`config.mk`:
```
export PLATFORM = sky130hd
export DESIGN_NAME = board_top
export DESIGN_NICKNAME = d
export VERILOG_FILES = /design/src/rtl/board_pkg.sv /design/src/rtl/board_ctrl_if.sv /design/src/rtl/board_top.sv /design/src/rtl/dip_decode.sv /design/src/rtl/hotkey_ctrl.sv /design/src/rtl/joy_mapper.sv /design/src/rtl/reset_ctrl.sv
export SDC_FILE = /design/constraint.sdc
export NUM_CORES = 1
export LEC_CHECK = 0
export ABC_CLOCK_PERIOD_IN_PS = 1720
export BUFFER_PORTS_ARGS = -buffer_cell sky130_fd_sc_hd__buf_2
export CORE_ASPECT_RATIO = 0.5
export CORE_MARGIN = 10
export CORE_UTILIZATION = 44
export CTS_CLUSTER_DIAMETER = 100
export DETAILED_ROUTE_END_ITERATION = 7
export PLACE_DENSITY = 0.77
export RECOVER_POWER = 25
export REMOVE_ABC_BUFFERS = 1
export SLEW_MARGIN = 20
export SYNTH_ARGS = -nofsm -noshare
export SYNTH_HDL_FRONTEND = slang
export SYNTH_HIERARCHICAL = 1
export SYNTH_SLANG_ARGS = --single-unit
```
`constraint.sdc`:
```
create_clock -name clk_sys -period 1.72 [get_ports clk_sys]
set_input_delay 0.172 -clock clk_sys [delete_from_list [all_inputs] [get_ports clk_sys]]
set_output_delay 0.172 -clock clk_sys [all_outputs]
set_load 0.05 [all_outputs]
```
`src/rtl/board_pkg.sv`:
```
package board_pkg;

    localparam int JOY_W      = 16;  // Board joystick word
    localparam int GAME_JOY_W = 10;  // Joystick word seen by the game
    localparam int STATUS_W   = 32;  // OSD status word
    localparam int GFX_LAYERS = 4;

    // Two-button layout, one bit per direction in the low nibble
    typedef struct packed {
        logic [5:0] unused;
        logic       pause;
        logic       coin;
        logic       start2;
        logic       start1;
        logic [1:0] buttons;
        logic       up;
        logic       down;
        logic       left;
        logic       right;
    } joy_two_t;

    // Three-button layout shifts the control bits up by one
    typedef struct packed {
        logic [4:0] unused;
        logic       pause;
        logic       coin;
        logic       start2;
        logic       start1;
        logic [2:0] buttons;
        logic       up;
        logic       down;
        logic       left;
        logic       right;
    } joy_three_t;

    typedef union packed {
        joy_two_t   two;
        joy_three_t three;
    } joy_word_u;

    localparam logic [7:0] ASPECT_NARROW_X = 8'd4;
    localparam logic [7:0] ASPECT_NARROW_Y = 8'd3;
    localparam logic [7:0] ASPECT_WIDE_X   = 8'd16;
    localparam logic [7:0] ASPECT_WIDE_Y   = 8'd9;

    // Status word bit positions
    localparam int ST_WIDE      = 1;
    localparam int ST_NO_ROTATE = 2;
    localparam int ST_ROT_CTRL  = 3;
    localparam int ST_FM_OFF    = 6;
    localparam int ST_PSG_OFF   = 7;
    localparam int ST_FX_LO     = 8;   // Effect level spans bits 9:8
    localparam int ST_TEST      = 10;
    localparam int ST_PAUSE     = 11;
    localparam int ST_FLIP      = 12;

endpackage

```
`src/rtl/board_ctrl_if.sv`:
```
interface board_ctrl_if;

    logic soft_rst;     // One-cycle pulse from the reset hotkey
    logic dip_flip;     // Screen flip setting, a change restarts the game
    logic rot_control;  // Swap directions for rotated screens
    logic game_pause;   // Pause toggle state
    logic joy_pause;    // Either player's pause button

    modport reset_mp (
        input soft_rst,
        input dip_flip
    );

    modport joy_mp (
        input  rot_control,
        output joy_pause
    );

    modport hotkey_mp (
        input  joy_pause,
        output soft_rst,
        output game_pause
    );

    modport dip_mp (
        input  game_pause,
        output dip_flip,
        output rot_control
    );

endinterface

```
`src/rtl/board_top.sv`:
```
module board_top #(
    parameter bit THREE_BUTTONS = 1'b0,
    parameter bit ACTIVE_LOW    = 1'b1,
    parameter int RST_CNT_W     = 8
) (
    input  logic                             clk_sys,
    input  logic                             rst,
    input  logic                             rst_req,
    input  logic                             downloading,
    input  logic [board_pkg::JOY_W-1:0]      board_joystick1,
    input  logic [board_pkg::JOY_W-1:0]      board_joystick2,
    input  logic                             key_pause,
    input  logic                             key_reset,
    input  logic                             key_service,
    input  logic [board_pkg::GFX_LAYERS-1:0] key_gfx,
    input  logic [board_pkg::GFX_LAYERS-1:0] key_vgactrl,
    input  logic [board_pkg::STATUS_W-1:0]   status,
    output logic                             sys_rst_n,
    output logic                             game_rst,
    output logic                             game_rst_n,
    output logic [board_pkg::GAME_JOY_W-1:0] game_joystick1,
    output logic [board_pkg::GAME_JOY_W-1:0] game_joystick2,
    output logic [1:0]                       game_coin,
    output logic [1:0]                       game_start,
    output logic                             game_service,
    output logic [board_pkg::GFX_LAYERS-1:0] gfx_en,
    output logic [board_pkg::GFX_LAYERS-1:0] vgactrl_en,
    output logic [7:0]                       hdmi_arx,
    output logic [7:0]                       hdmi_ary,
    output logic [1:0]                       rotate,
    output logic                             enable_fm,
    output logic                             enable_psg,
    output logic                             dip_test,
    output logic                             dip_pause,
    output logic                             dip_flip,
    output logic [1:0]                       dip_fxlevel
);

    board_ctrl_if ctrl_bus ();

    reset_ctrl #(
        .RST_CNT_W (RST_CNT_W)
    ) u_reset (
        .clk_sys     (clk_sys),
        .rst         (rst),
        .rst_req     (rst_req),
        .downloading (downloading),
        .ctrl        (ctrl_bus),
        .sys_rst_n   (sys_rst_n),
        .game_rst    (game_rst),
        .game_rst_n  (game_rst_n)
    );

    joy_mapper #(
        .THREE_BUTTONS (THREE_BUTTONS),
        .ACTIVE_LOW    (ACTIVE_LOW)
    ) u_joy (
        .clk_sys         (clk_sys),
        .rst             (rst),
        .board_joystick1 (board_joystick1),
        .board_joystick2 (board_joystick2),
        .ctrl            (ctrl_bus),
        .game_joystick1  (game_joystick1),
        .game_joystick2  (game_joystick2),
        .game_coin       (game_coin),
        .game_start      (game_start)
    );

    hotkey_ctrl #(
        .ACTIVE_LOW (ACTIVE_LOW)
    ) u_hotkey (
        .clk_sys      (clk_sys),
        .rst          (rst),
        .key_pause    (key_pause),
        .key_reset    (key_reset),
        .key_service  (key_service),
        .key_gfx      (key_gfx),
        .key_vgactrl  (key_vgactrl),
        .ctrl         (ctrl_bus),
        .game_service (game_service),
        .gfx_en       (gfx_en),
        .vgactrl_en   (vgactrl_en)
    );

    dip_decode u_dip (
        .clk_sys     (clk_sys),
        .rst         (rst),
        .status      (status),
        .ctrl        (ctrl_bus),
        .hdmi_arx    (hdmi_arx),
        .hdmi_ary    (hdmi_ary),
        .rotate      (rotate),
        .enable_fm   (enable_fm),
        .enable_psg  (enable_psg),
        .dip_test    (dip_test),
        .dip_pause   (dip_pause),
        .dip_fxlevel (dip_fxlevel)
    );

    assign dip_flip = ctrl_bus.dip_flip;  // Game side needs it too

endmodule

```
`src/rtl/dip_decode.sv`:
```
module dip_decode (
    input  logic                           clk_sys,
    input  logic                           rst,
    input  logic [board_pkg::STATUS_W-1:0] status,
    board_ctrl_if.dip_mp                   ctrl,
    output logic [7:0]                     hdmi_arx,
    output logic [7:0]                     hdmi_ary,
    output logic [1:0]                     rotate,
    output logic                           enable_fm,
    output logic                           enable_psg,
    output logic                           dip_test,
    output logic                           dip_pause,
    output logic [1:0]                     dip_fxlevel
);

    always_ff @(posedge clk_sys) begin
        if (rst) begin
            // Same as an all-zero status word
            hdmi_arx         <= board_pkg::ASPECT_NARROW_X;
            hdmi_ary         <= board_pkg::ASPECT_NARROW_Y;
            rotate           <= 2'b00;
            ctrl.rot_control <= 1'b0;
            ctrl.dip_flip    <= 1'b0;
            enable_fm        <= 1'b1;
            enable_psg       <= 1'b1;
            dip_test         <= 1'b1;
            dip_pause        <= 1'b1;
            dip_fxlevel      <= 2'b00;
        end else begin
            if (status[board_pkg::ST_WIDE]) begin
                hdmi_arx <= board_pkg::ASPECT_WIDE_X;
                hdmi_ary <= board_pkg::ASPECT_WIDE_Y;
            end else begin
                hdmi_arx <= board_pkg::ASPECT_NARROW_X;
                hdmi_ary <= board_pkg::ASPECT_NARROW_Y;
            end
            rotate           <= {status[board_pkg::ST_FLIP], status[board_pkg::ST_NO_ROTATE]};
            ctrl.rot_control <= status[board_pkg::ST_ROT_CTRL];
            ctrl.dip_flip    <= status[board_pkg::ST_FLIP];
            enable_fm        <= ~status[board_pkg::ST_FM_OFF];
            enable_psg       <= ~status[board_pkg::ST_PSG_OFF];
            dip_test         <= ~status[board_pkg::ST_TEST];  // Active low
            // Hotkey toggle or menu setting, either one stops the game
            dip_pause        <= ~(ctrl.game_pause | status[board_pkg::ST_PAUSE]);
            dip_fxlevel      <= status[board_pkg::ST_FX_LO+1 -: 2];
        end
    end

endmodule

```
`src/rtl/hotkey_ctrl.sv`:
```
module hotkey_ctrl #(
    parameter bit ACTIVE_LOW = 1'b1
) (
    input  logic                             clk_sys,
    input  logic                             rst,
    input  logic                             key_pause,
    input  logic                             key_reset,
    input  logic                             key_service,
    input  logic [board_pkg::GFX_LAYERS-1:0] key_gfx,
    input  logic [board_pkg::GFX_LAYERS-1:0] key_vgactrl,
    board_ctrl_if.hotkey_mp                  ctrl,
    output logic                             game_service,
    output logic [board_pkg::GFX_LAYERS-1:0] gfx_en,
    output logic [board_pkg::GFX_LAYERS-1:0] vgactrl_en
);

    localparam int NL  = board_pkg::GFX_LAYERS;
    localparam int NEN = 2 * NL;  // Layer enables, then video-control enables

    logic           last_pause;
    logic           last_reset;
    logic           last_joypause;
    logic [NEN-1:0] last_en_keys;
    logic [NEN-1:0] en_keys;
    logic [NEN-1:0] en_rise;
    logic [NEN-1:0] en_state;
    logic           pause_rise;
    logic           pause_q;
    logic           soft_rst_q;

    assign en_keys = {key_vgactrl, key_gfx};

    // Previous key levels for edge detection
    always_ff @(posedge clk_sys) begin
        last_pause    <= key_pause;
        last_reset    <= key_reset;
        last_joypause <= ctrl.joy_pause;
        last_en_keys  <= en_keys;
    end

    assign en_rise    = en_keys & ~last_en_keys;
    assign pause_rise = (key_pause & ~last_pause)
                      | (ctrl.joy_pause & ~last_joypause);

    always_ff @(posedge clk_sys) begin
        if (rst) begin
            pause_q      <= 1'b0;
            soft_rst_q   <= 1'b0;
            en_state     <= '1;          // Everything visible
            game_service <= ACTIVE_LOW;
        end else begin
            soft_rst_q <= key_reset & ~last_reset;
            if (pause_rise)
                pause_q <= ~pause_q;
            en_state     <= en_state ^ en_rise;  // Flip only the pressed bits
            game_service <= key_service ^ ACTIVE_LOW;
        end
    end

    assign gfx_en          = en_state[NL-1:0];
    assign vgactrl_en      = en_state[NEN-1:NL];
    assign ctrl.game_pause = pause_q;
    assign ctrl.soft_rst   = soft_rst_q;

endmodule

```
`src/rtl/joy_mapper.sv`:
```
module joy_mapper #(
    parameter bit THREE_BUTTONS = 1'b0,
    parameter bit ACTIVE_LOW    = 1'b1
) (
    input  logic                             clk_sys,
    input  logic                             rst,
    input  logic [board_pkg::JOY_W-1:0]      board_joystick1,
    input  logic [board_pkg::JOY_W-1:0]      board_joystick2,
    board_ctrl_if.joy_mp                     ctrl,
    output logic [board_pkg::GAME_JOY_W-1:0] game_joystick1,
    output logic [board_pkg::GAME_JOY_W-1:0] game_joystick2,
    output logic [1:0]                       game_coin,
    output logic [1:0]                       game_start
);

    localparam int GW = board_pkg::GAME_JOY_W;

    // Positions inside the extracted control nibble
    localparam int CTL_START1 = 0;
    localparam int CTL_START2 = 1;
    localparam int CTL_COIN   = 2;
    localparam int CTL_PAUSE  = 3;

    board_pkg::joy_word_u joy1_sync;
    board_pkg::joy_word_u joy2_sync;
    logic [3:0]           p1_ctl;
    logic [3:0]           p2_ctl;

    // Same board word, read through the layout the game uses
    function automatic logic [3:0] ctl_bits(input board_pkg::joy_word_u w);
        if (THREE_BUTTONS)
            return {w.three.pause, w.three.coin, w.three.start2, w.three.start1};
        return {w.two.pause, w.two.coin, w.two.start2, w.two.start1};
    endfunction

    function automatic logic [GW-1:0] apply_rotation(input logic [GW-1:0] j,
                                                     input logic          rot);
        logic [GW-1:0] r;
        r = j;
        if (rot) begin
            r[1:0] = {j[0], j[1]};  // Right and left swap
            r[3:2] = {j[2], j[3]};  // Down and up swap
        end
        return r;
    endfunction

    always_ff @(posedge clk_sys) begin
        joy1_sync <= board_joystick1;
        joy2_sync <= board_joystick2;
    end

    assign p1_ctl = ctl_bits(joy1_sync);
    assign p2_ctl = ctl_bits(joy2_sync);

    assign ctrl.joy_pause = p1_ctl[CTL_PAUSE] | p2_ctl[CTL_PAUSE];

    always_ff @(posedge clk_sys) begin
        if (rst) begin
            game_joystick1 <= {GW{ACTIVE_LOW}};  // All released
            game_joystick2 <= {GW{ACTIVE_LOW}};
            game_coin      <= {2{ACTIVE_LOW}};
            game_start     <= {2{ACTIVE_LOW}};
        end else begin
            game_joystick1 <= {GW{ACTIVE_LOW}}
                            ^ apply_rotation(joy1_sync[GW-1:0], ctrl.rot_control);
            game_joystick2 <= {GW{ACTIVE_LOW}}
                            ^ apply_rotation(joy2_sync[GW-1:0], ctrl.rot_control);
            game_coin      <= {2{ACTIVE_LOW}} ^ {p2_ctl[CTL_COIN], p1_ctl[CTL_COIN]};
            // Either player may press either start
            game_start     <= {2{ACTIVE_LOW}}
                            ^ {p1_ctl[CTL_START2] | p2_ctl[CTL_START2],
                               p1_ctl[CTL_START1] | p2_ctl[CTL_START1]};
        end
    end

endmodule

```
`src/rtl/reset_ctrl.sv`:
```
module reset_ctrl #(
    parameter int RST_CNT_W = 8
) (
    input  logic            clk_sys,
    input  logic            rst,
    input  logic            rst_req,
    input  logic            downloading,
    board_ctrl_if.reset_mp  ctrl,
    output logic            sys_rst_n,
    output logic            game_rst,
    output logic            game_rst_n
);

    localparam logic [RST_CNT_W-1:0] CNT_MAX = '1;

    logic                 last_dip_flip;
    logic                 trigger;
    logic [RST_CNT_W-1:0] rst_cnt;

    // Release chains, index 0 for the system reset and 1 for the game reset
    logic [1:0] hold;
    logic [1:0] pre_rel_n;
    logic [1:0] rel_n;

    always_ff @(posedge clk_sys) begin
        last_dip_flip <= ctrl.dip_flip;
    end

    // Flipping the screen restarts the game as well
    assign trigger = rst | downloading | rst_req | ctrl.soft_rst
                   | (ctrl.dip_flip != last_dip_flip);

    // Every trigger restarts the stretch from zero
    always_ff @(posedge clk_sys) begin
        if (trigger) begin
            rst_cnt  <= '0;
            game_rst <= 1'b1;
        end else if (rst_cnt != CNT_MAX) begin
            rst_cnt  <= rst_cnt + 1'b1;
            game_rst <= 1'b1;
        end else begin
            game_rst <= 1'b0;  // Counter saturated
        end
    end

    assign hold = {game_rst, rst | downloading};

    // Assert at once, release two edges after the hold drops
    always_ff @(posedge clk_sys) begin
        for (int i = 0; i < 2; i++) begin
            if (hold[i]) begin
                pre_rel_n[i] <= 1'b0;
                rel_n[i]     <= 1'b0;
            end else begin
                pre_rel_n[i] <= 1'b1;
                rel_n[i]     <= pre_rel_n[i];
            end
        end
    end

    assign sys_rst_n  = rel_n[0];
    assign game_rst_n = rel_n[1];

endmodule

```
==> results of run 1 <==
-- stage by stage --
step / setup slack [ns] / total power (µW)
3_5_place_dp: 0.288 / 2820
2_1_floorplan: 0.0682 / 2660
5_1_grt: 0.130 / 4910
6_report: 0.285 / 4720
4_1_cts: 0.266 / 4770
3_3_place_gp: 0.340 / 2800
-- power breakdown --
part / internal [µW] / leakage [µW] / switching, µW / total (µW)
registers: 2170 / 0.000742 / 47.6 / 2220
logic: 196 / 0.000770 / 413 / 609
clock network: 1200 / 0.000142 / 696 / 1890
total: 3560 / 0.00165 / 1160 / 4720
-- synth_stat cells (all sizes together), types with 3 or more instances --
cell,count,area share
nor4,3,0.012
xnor2,9,0.028
nor2,3,0.0041
a21oi,4,0.0072
nor3,5,0.0090
nand2,3,0.0068
inv,5,0.0068
mux2i,10,0.036
nand3,6,0.011
or2,9,0.020
nand2b,25,0.056
buf,20,0.056
dfxtp,89,0.64
o21bai,3,0.0081
nor2b,16,0.036
and2,3,0.0068
-- worst max path at each step --
stage                                   start            endpoint
after detailed placement   u_reset/rst_cnt[0]  u_reset/rst_cnt[5]
after floorplan           u_dip/ctrl.dip_flip  u_reset/rst_cnt[5]
after CTS                  u_reset/rst_cnt[0]  u_reset/rst_cnt[5]
after global routing       u_reset/rst_cnt[0]  u_reset/rst_cnt[5]
final                      u_reset/rst_cnt[0]  u_reset/rst_cnt[5]
after global placement     u_reset/rst_cnt[0]  u_reset/rst_cnt[5]
-- sequential cells by signal, summed over array words and instances, names as in the netlist, 2 cells and up --
register,flops
u_hotkey/last_en_keys,8
u_dip/dip_fxlevel,2
u_reset/pre_rel_n,2
u_joy/game_joystick2,10
u_dip/hdmi_arx,2
u_reset/rst_cnt,8
u_hotkey/en_state,8
u_joy/game_joystick1,10
u_reset/rel_n,2
u_joy/joy1_sync,10
u_joy/joy2_sync,10
u_joy/game_start,2
-- metal layers --
layer | global-route usage | up-vias
met5 | 0 | -
met4 | 0.0699 | 0
met3 | 0.0421 | 11
met2 | 0.257 | 43
met1 | 0.104 | 912
li1 | - | 975
-- logic make-up after synthesis --
logic type               count (synthesis)
flip-flops                              89
AND/OR/NAND/NOR                         81
buffers and inverters                   27
AO/OA/AOI/OAI                           14
multiplexers                            11
XOR/XNOR                                 9
other                                    2
adder cells (fa/ha/maj)                  1
-- layout make-up --
type / count / area (µm²)
Timing Repair Buffer: 124 / 772
Tap cell: 88 / 110
Sequential cell: 89 / 1780
Inverter: 5 / 18.8
Clock inverter: 2 / 37.5
Clock buffer: 13 / 260
Multi-Input combinational cell: 128 / 855
Fill cell: 467 / 2270
-- repair_timing --
item	4_1_cts	5_1_grt
resized for setup	0	0
hold endpoints to repair	30	0
hold buffers	30	0
==> metrics.csv, run 1 <==
stage;metric;value;unit
synth;Synth Area in Simple Gates;0.183;
cells_and_area;commonest cells after routing, fill and taps aside;92 x buf_2, 89 x dfxtp_1, 30 x dlygate4sd3_1, 25 x nand2b_1, 16 x nor2b_1;
clock_network;Clock transition at path regs;0.06;ns
cells_and_area;Layout Utilization;0.628;
worst_hold_path;Hold Path Sink;u_hotkey/game_service;
timing;Final setup viols;0;
clock_network;clock sinks;89;
critical_path;number of cells on the critical path;4;
worst_hold_path;hold depth;2;
synth;Async SR Flop Fraction;0;
clock_network;CTS max path bufs;2;
timing;worst rel slew slack;0.236;
timing;post-route clock skew;0.00366;ns
timing;minimum clock period;1.43;ns
synth;Syn Inst Count;234;
critical_path;Critical Path Sink Type;register;
synth;Adder-Cell Fraction of Synth Area;0.00450;
power;peak supply drop;523;µV
timing;Slew Viols, Final;0;
critical_path;crit-path max FO;5;
global_routing;GRT Util Overall;0.126;
critical_path;Crit-path slowest cell;dfxtp_1;
run_status;run status;completed;
die;num rows;20;
cells_and_area;fraction of layout cells with a size suffix above 1;0.307;
synth;Synth Register Bits;89;
critical_path;critical path class;register to register;
route;DR vias;1941;
route;Max Used Layer;met4;
cells_and_area;Ant. Diodes;0;
timing;worst slew pin tran;1.15;ns
critical_path;Cell Chain, Critical Path;ha_1, and3_1, a211oi_1, mux2i_1;
synth;Synth Flop Type;dfxtp_1;
die;boundary pin count;140;
die;initial core utilization;0.455;
clock_network;TritonCTS buffer count;9;
route;via/cell ratio;4.32;
synth;XOR/XNOR Fraction of Synth Area;0.0284;
die;die height;76.2;µm
critical_path;CP peak stage delay;0.33;ns
cells_and_area;most common cell after layout, fill and taps aside;buf_2;
route;routed len/inst;13.8;µm
timing;final period utilization;0.834;
critical_path;worst-case reg-to-reg path depth;4;
clock_network;TritonCTS clock tree;built;
clock_network;Root Buffer;clkbuf_16;
synth;Avg Cell Area, Syn;11.9;µm²
timing;Hold Vio Cnt, Final;0;
clock_network;htree depth;3;
power;power per cell area;1230;nW/µm²
global_routing;gr ovfl total;0;
synth;largest family of logic cells by synthesized area;simple AND/OR/NAND/NOR gates;
critical_path;Worst EP arrival;1.69;ns
global_routing;first-pass GRT wire length;10.3;mm
critical_path;startpoint types;register;
placement;placed insts;404;
worst_hold_path;Hold Path Class;input port to register;
placement;GP Congestion;0.776;
cells_and_area;post-route cell area;3830;µm²
cells_and_area;Non-Filler Instances;449;
clock_network;post-CTS setup buffer count;0;
worst_hold_path;min-delay src;key_service;
synth;Yosys cell types;35;
route;drc violations;0;
critical_path;reg2reg start;u_reset/rst_cnt[0];
synth;multiplexer share of the synthesized area;0.0414;
clock_network;Worst-Skew Late Latency;0.32;ns
critical_path;delay-heaviest family, CP;flip-flops;
die;Core Area;6110;µm²
route;met2 WL;3.68;mm
die;chip width;132;µm
route;initial DRC count;125;
critical_path;flop-to-flop setup slack;0.29;ns
route;Post-DRT Antenna Nets;0;
flow_run;Max-Cap Viols;0;
synth;Post-synth EDFFs;0;
placement;port buffer count;93;
critical_path;WP buf/inv;0;
global_routing;antenna violations before repair;0;
cells_and_area;Area growth syn-to-layout;37.9;%
timing;RSZ-0062 raised after global routing;false;
cells_and_area;Layout Nets;437;
die;Die ar.;10100;µm²
timing;hold slack;0.0147;ns
route;drt pass-1 iters;4;
critical_path;CP Data Required Time;1.98;ns
placement;HPWL Detailed;4.40;mm
power;Leak Pwr;0.00165;µW
critical_path;Reg2Reg Capture Point;u_reset/rst_cnt[5];
synth;sequential fraction of the synthesis area;0.641;
synth;Ys Warns;6;
global_routing;vias in the first global route;2142;
timing;Setup TNS;0;ns
route;M1 wire length;2.11;mm
placement;DP Area;3240;µm²
synth;Synth Area in Compound Gates;0.0342;
route;final WL;6.21;mm
route;routed wl met3;283;µm
global_routing;largest net degree at the start of global routing;30;
timing;fmax;0.697;GHz
synth;synthesized area;2780;µm²
(Power assumes the default switching activity.)
==> run 2, diff against run 1 <==
--- a/config.mk
+++ b/config.mk
@@ -5,14 +5,14 @@
 export SDC_FILE = /design/constraint.sdc
 export NUM_CORES = 1
 export LEC_CHECK = 0
-export ABC_CLOCK_PERIOD_IN_PS = 1720
+export ABC_CLOCK_PERIOD_IN_PS = 1300
 export BUFFER_PORTS_ARGS = -buffer_cell sky130_fd_sc_hd__buf_2
 export CORE_ASPECT_RATIO = 0.5
 export CORE_MARGIN = 10
-export CORE_UTILIZATION = 44
+export CORE_UTILIZATION = 40
 export CTS_CLUSTER_DIAMETER = 100
 export DETAILED_ROUTE_END_ITERATION = 7
-export PLACE_DENSITY = 0.77
+export PLACE_DENSITY = 0.73
 export RECOVER_POWER = 25
 export REMOVE_ABC_BUFFERS = 1
 export SLEW_MARGIN = 20
==> constraint.sdc (replaced) <==
create_clock -name clk_sys -period 1.3 [get_ports clk_sys]
set_input_delay 0.13 -clock clk_sys [delete_from_list [all_inputs] [get_ports clk_sys]]
set_output_delay 0.13 -clock clk_sys [all_outputs]
set_load 0.05 [all_outputs]
==> metrics.csv, run 2 (same netlist as run 1, synthesis figures left out) <==
stage;metric;value;unit
power;Leak Pwr;0.00170;µW
placement;pre-CTS setup slack;0.0138;ns
die;die height;79.0;µm
global_routing;gr ovfl total;0;
timing;minimum clock period;1.23;ns
route;Post-DRT Antenna Nets;0;
die;initial core utilization;0.413;
global_routing;GRT Util Overall;0.115;
die;num rows;21;
placement;HPWL Detailed;4.40;mm
timing;Slew Viols, Final;0;
cells_and_area;most common cell after layout, fill and taps aside;buf_2;
global_routing;antenna violations before repair;0;
timing;Final WS setup;0.0664;ns
route;DR vias;1966;
timing;post-route clock skew;0.00492;ns
route;final WL;6.37;mm
power;peak supply drop;920;µV
timing;worst rel slew slack;0.514;
cells_and_area;Ant. Diodes;0;
critical_path;crit-path max FO;4;
placement;placed insts;412;
clock_network;post-CTS setup buffer count;0;
timing;worst slew pin tran;0.730;ns
timing;Final setup viols;0;
clock_network;CTS max path bufs;2;
clock_network;clock sinks;89;
cells_and_area;Layout Nets;448;
critical_path;Worst EP arrival;1.45;ns
flow_run;Max-Cap Viols;0;
cells_and_area;FILL cells;548;
critical_path;startpoint types;register;
route;drt pass-1 iters;4;
timing;fmax;0.811;GHz
global_routing;first-pass GRT wire length;9.72;mm
route;via/cell ratio;4.25;
clock_network;Clock transition at path regs;0.06;ns
die;boundary pin count;140;
run_status;run status;completed;
clock_network;TritonCTS clock tree;built;
cells_and_area;Non-Filler Instances;463;
die;Die ar.;10900;µm²
route;initial DRC count;111;
die;chip width;138;µm
placement;port buffer count;93;
cells_and_area;fraction of layout cells with a size suffix above 1;0.318;
die;Core Area;6730;µm²
power;power per cell area;1580;nW/µm²
cells_and_area;post-route cell area;3940;µm²
critical_path;CP Data Required Time;1.52;ns
route;drc violations;0;
timing;Hold Vio Cnt, Final;0;
critical_path;Critical Path Sink Type;register;
clock_network;Worst-Skew Late Latency;0.33;ns
placement;GP Congestion;0.778;
timing;final period utilization;0.949;
placement;DP Area;3290;µm²
global_routing;vias in the first global route;2032;
critical_path;critical path class;register to register;
clock_network;htree depth;3;
cells_and_area;Area growth syn-to-layout;41.8;%
worst_hold_path;Hold Path Class;input port to register;
cells_and_area;commonest cells after routing, fill and taps aside;91 x buf_2, 88 x dfxtp_1, 37 x dlygate4sd3_1, 25 x nand2b_1, 16 x nor2b_1;
route;routed len/inst;13.8;µm
global_routing;largest net degree at the start of global routing;47;
clock_network;TritonCTS buffer count;9;
timing;hold slack;0.0104;ns
power;power consumption;6220;µW
clock_network;Root Buffer;clkbuf_16;
run 2: worst paths after layout:
check / startpoint / cells past startpoint / end / slack, ns
max: u_reset/rst_cnt[1] / 5 / u_reset/rst_cnt[7] / 0.07
min: status[3] / 2 / u_dip/ctrl.rot_control / 0.01
max reg2reg: u_reset/rst_cnt[1] / 5 / u_reset/rst_cnt[7] / 0.07
min reg2reg: u_joy/joy1_sync[5] / 1 / u_joy/game_joystick1[5] / 0.37
run 2: per-stage QoR:
stage,setup TNS [ns],utilization
global route,-0.000158,0.586
global placement,0,0.488
finish,0,0.586
CTS,0,0.587
floorplan,-3.03,-
detailed placement,0,0.488
run 2: repair_timing:
item                                    in CTS  in global routing
resized for setup                            1                  4
hold endpoints to repair                    37                  0
hold buffers                                37                  0
endpoints found under the setup margin       1                  5
pin swaps                                    0                  1
run 2: power breakdown:
group,leakage (µW),internal (µW),switching (µW),total (µW)
Combinational,0.000818,277,550,827
Sequential,0.000743,2870,60.9,2930
Clock,0.000137,1510,947,2460
run 2: critical path: stages (launching register included):
cell and delay [ns]:
dfxtp_2 0.33, ha_1 0.19, buf_4 0.15, and2_1 0.17
nor4_2 0.21, nor3b_1 0.08
run 2: cell type report:
type	count	area [µm²]	share of cell area
Inverter	5	18.8	0.00476
Tap cell	92	115	0.0292
Clock inverter	3	42.5	0.0108
Clock buffer	11	243	0.0616
Timing Repair Buffer	135	868	0.220
Sequential cell	89	1780	0.452
Multi-Input combinational cell	128	872	0.221
run 2: per-layer routing:
metal / track usage / vias to the layer above / wire [µm]
met3: 0.0364 / 18 / 377
met4: 0.0725 / 0 / 179
li1: - / 997 / -
met5: 0 / - / 0
met2: 0.224 / 56 / 3600
met1: 0.101 / 895 / 2210
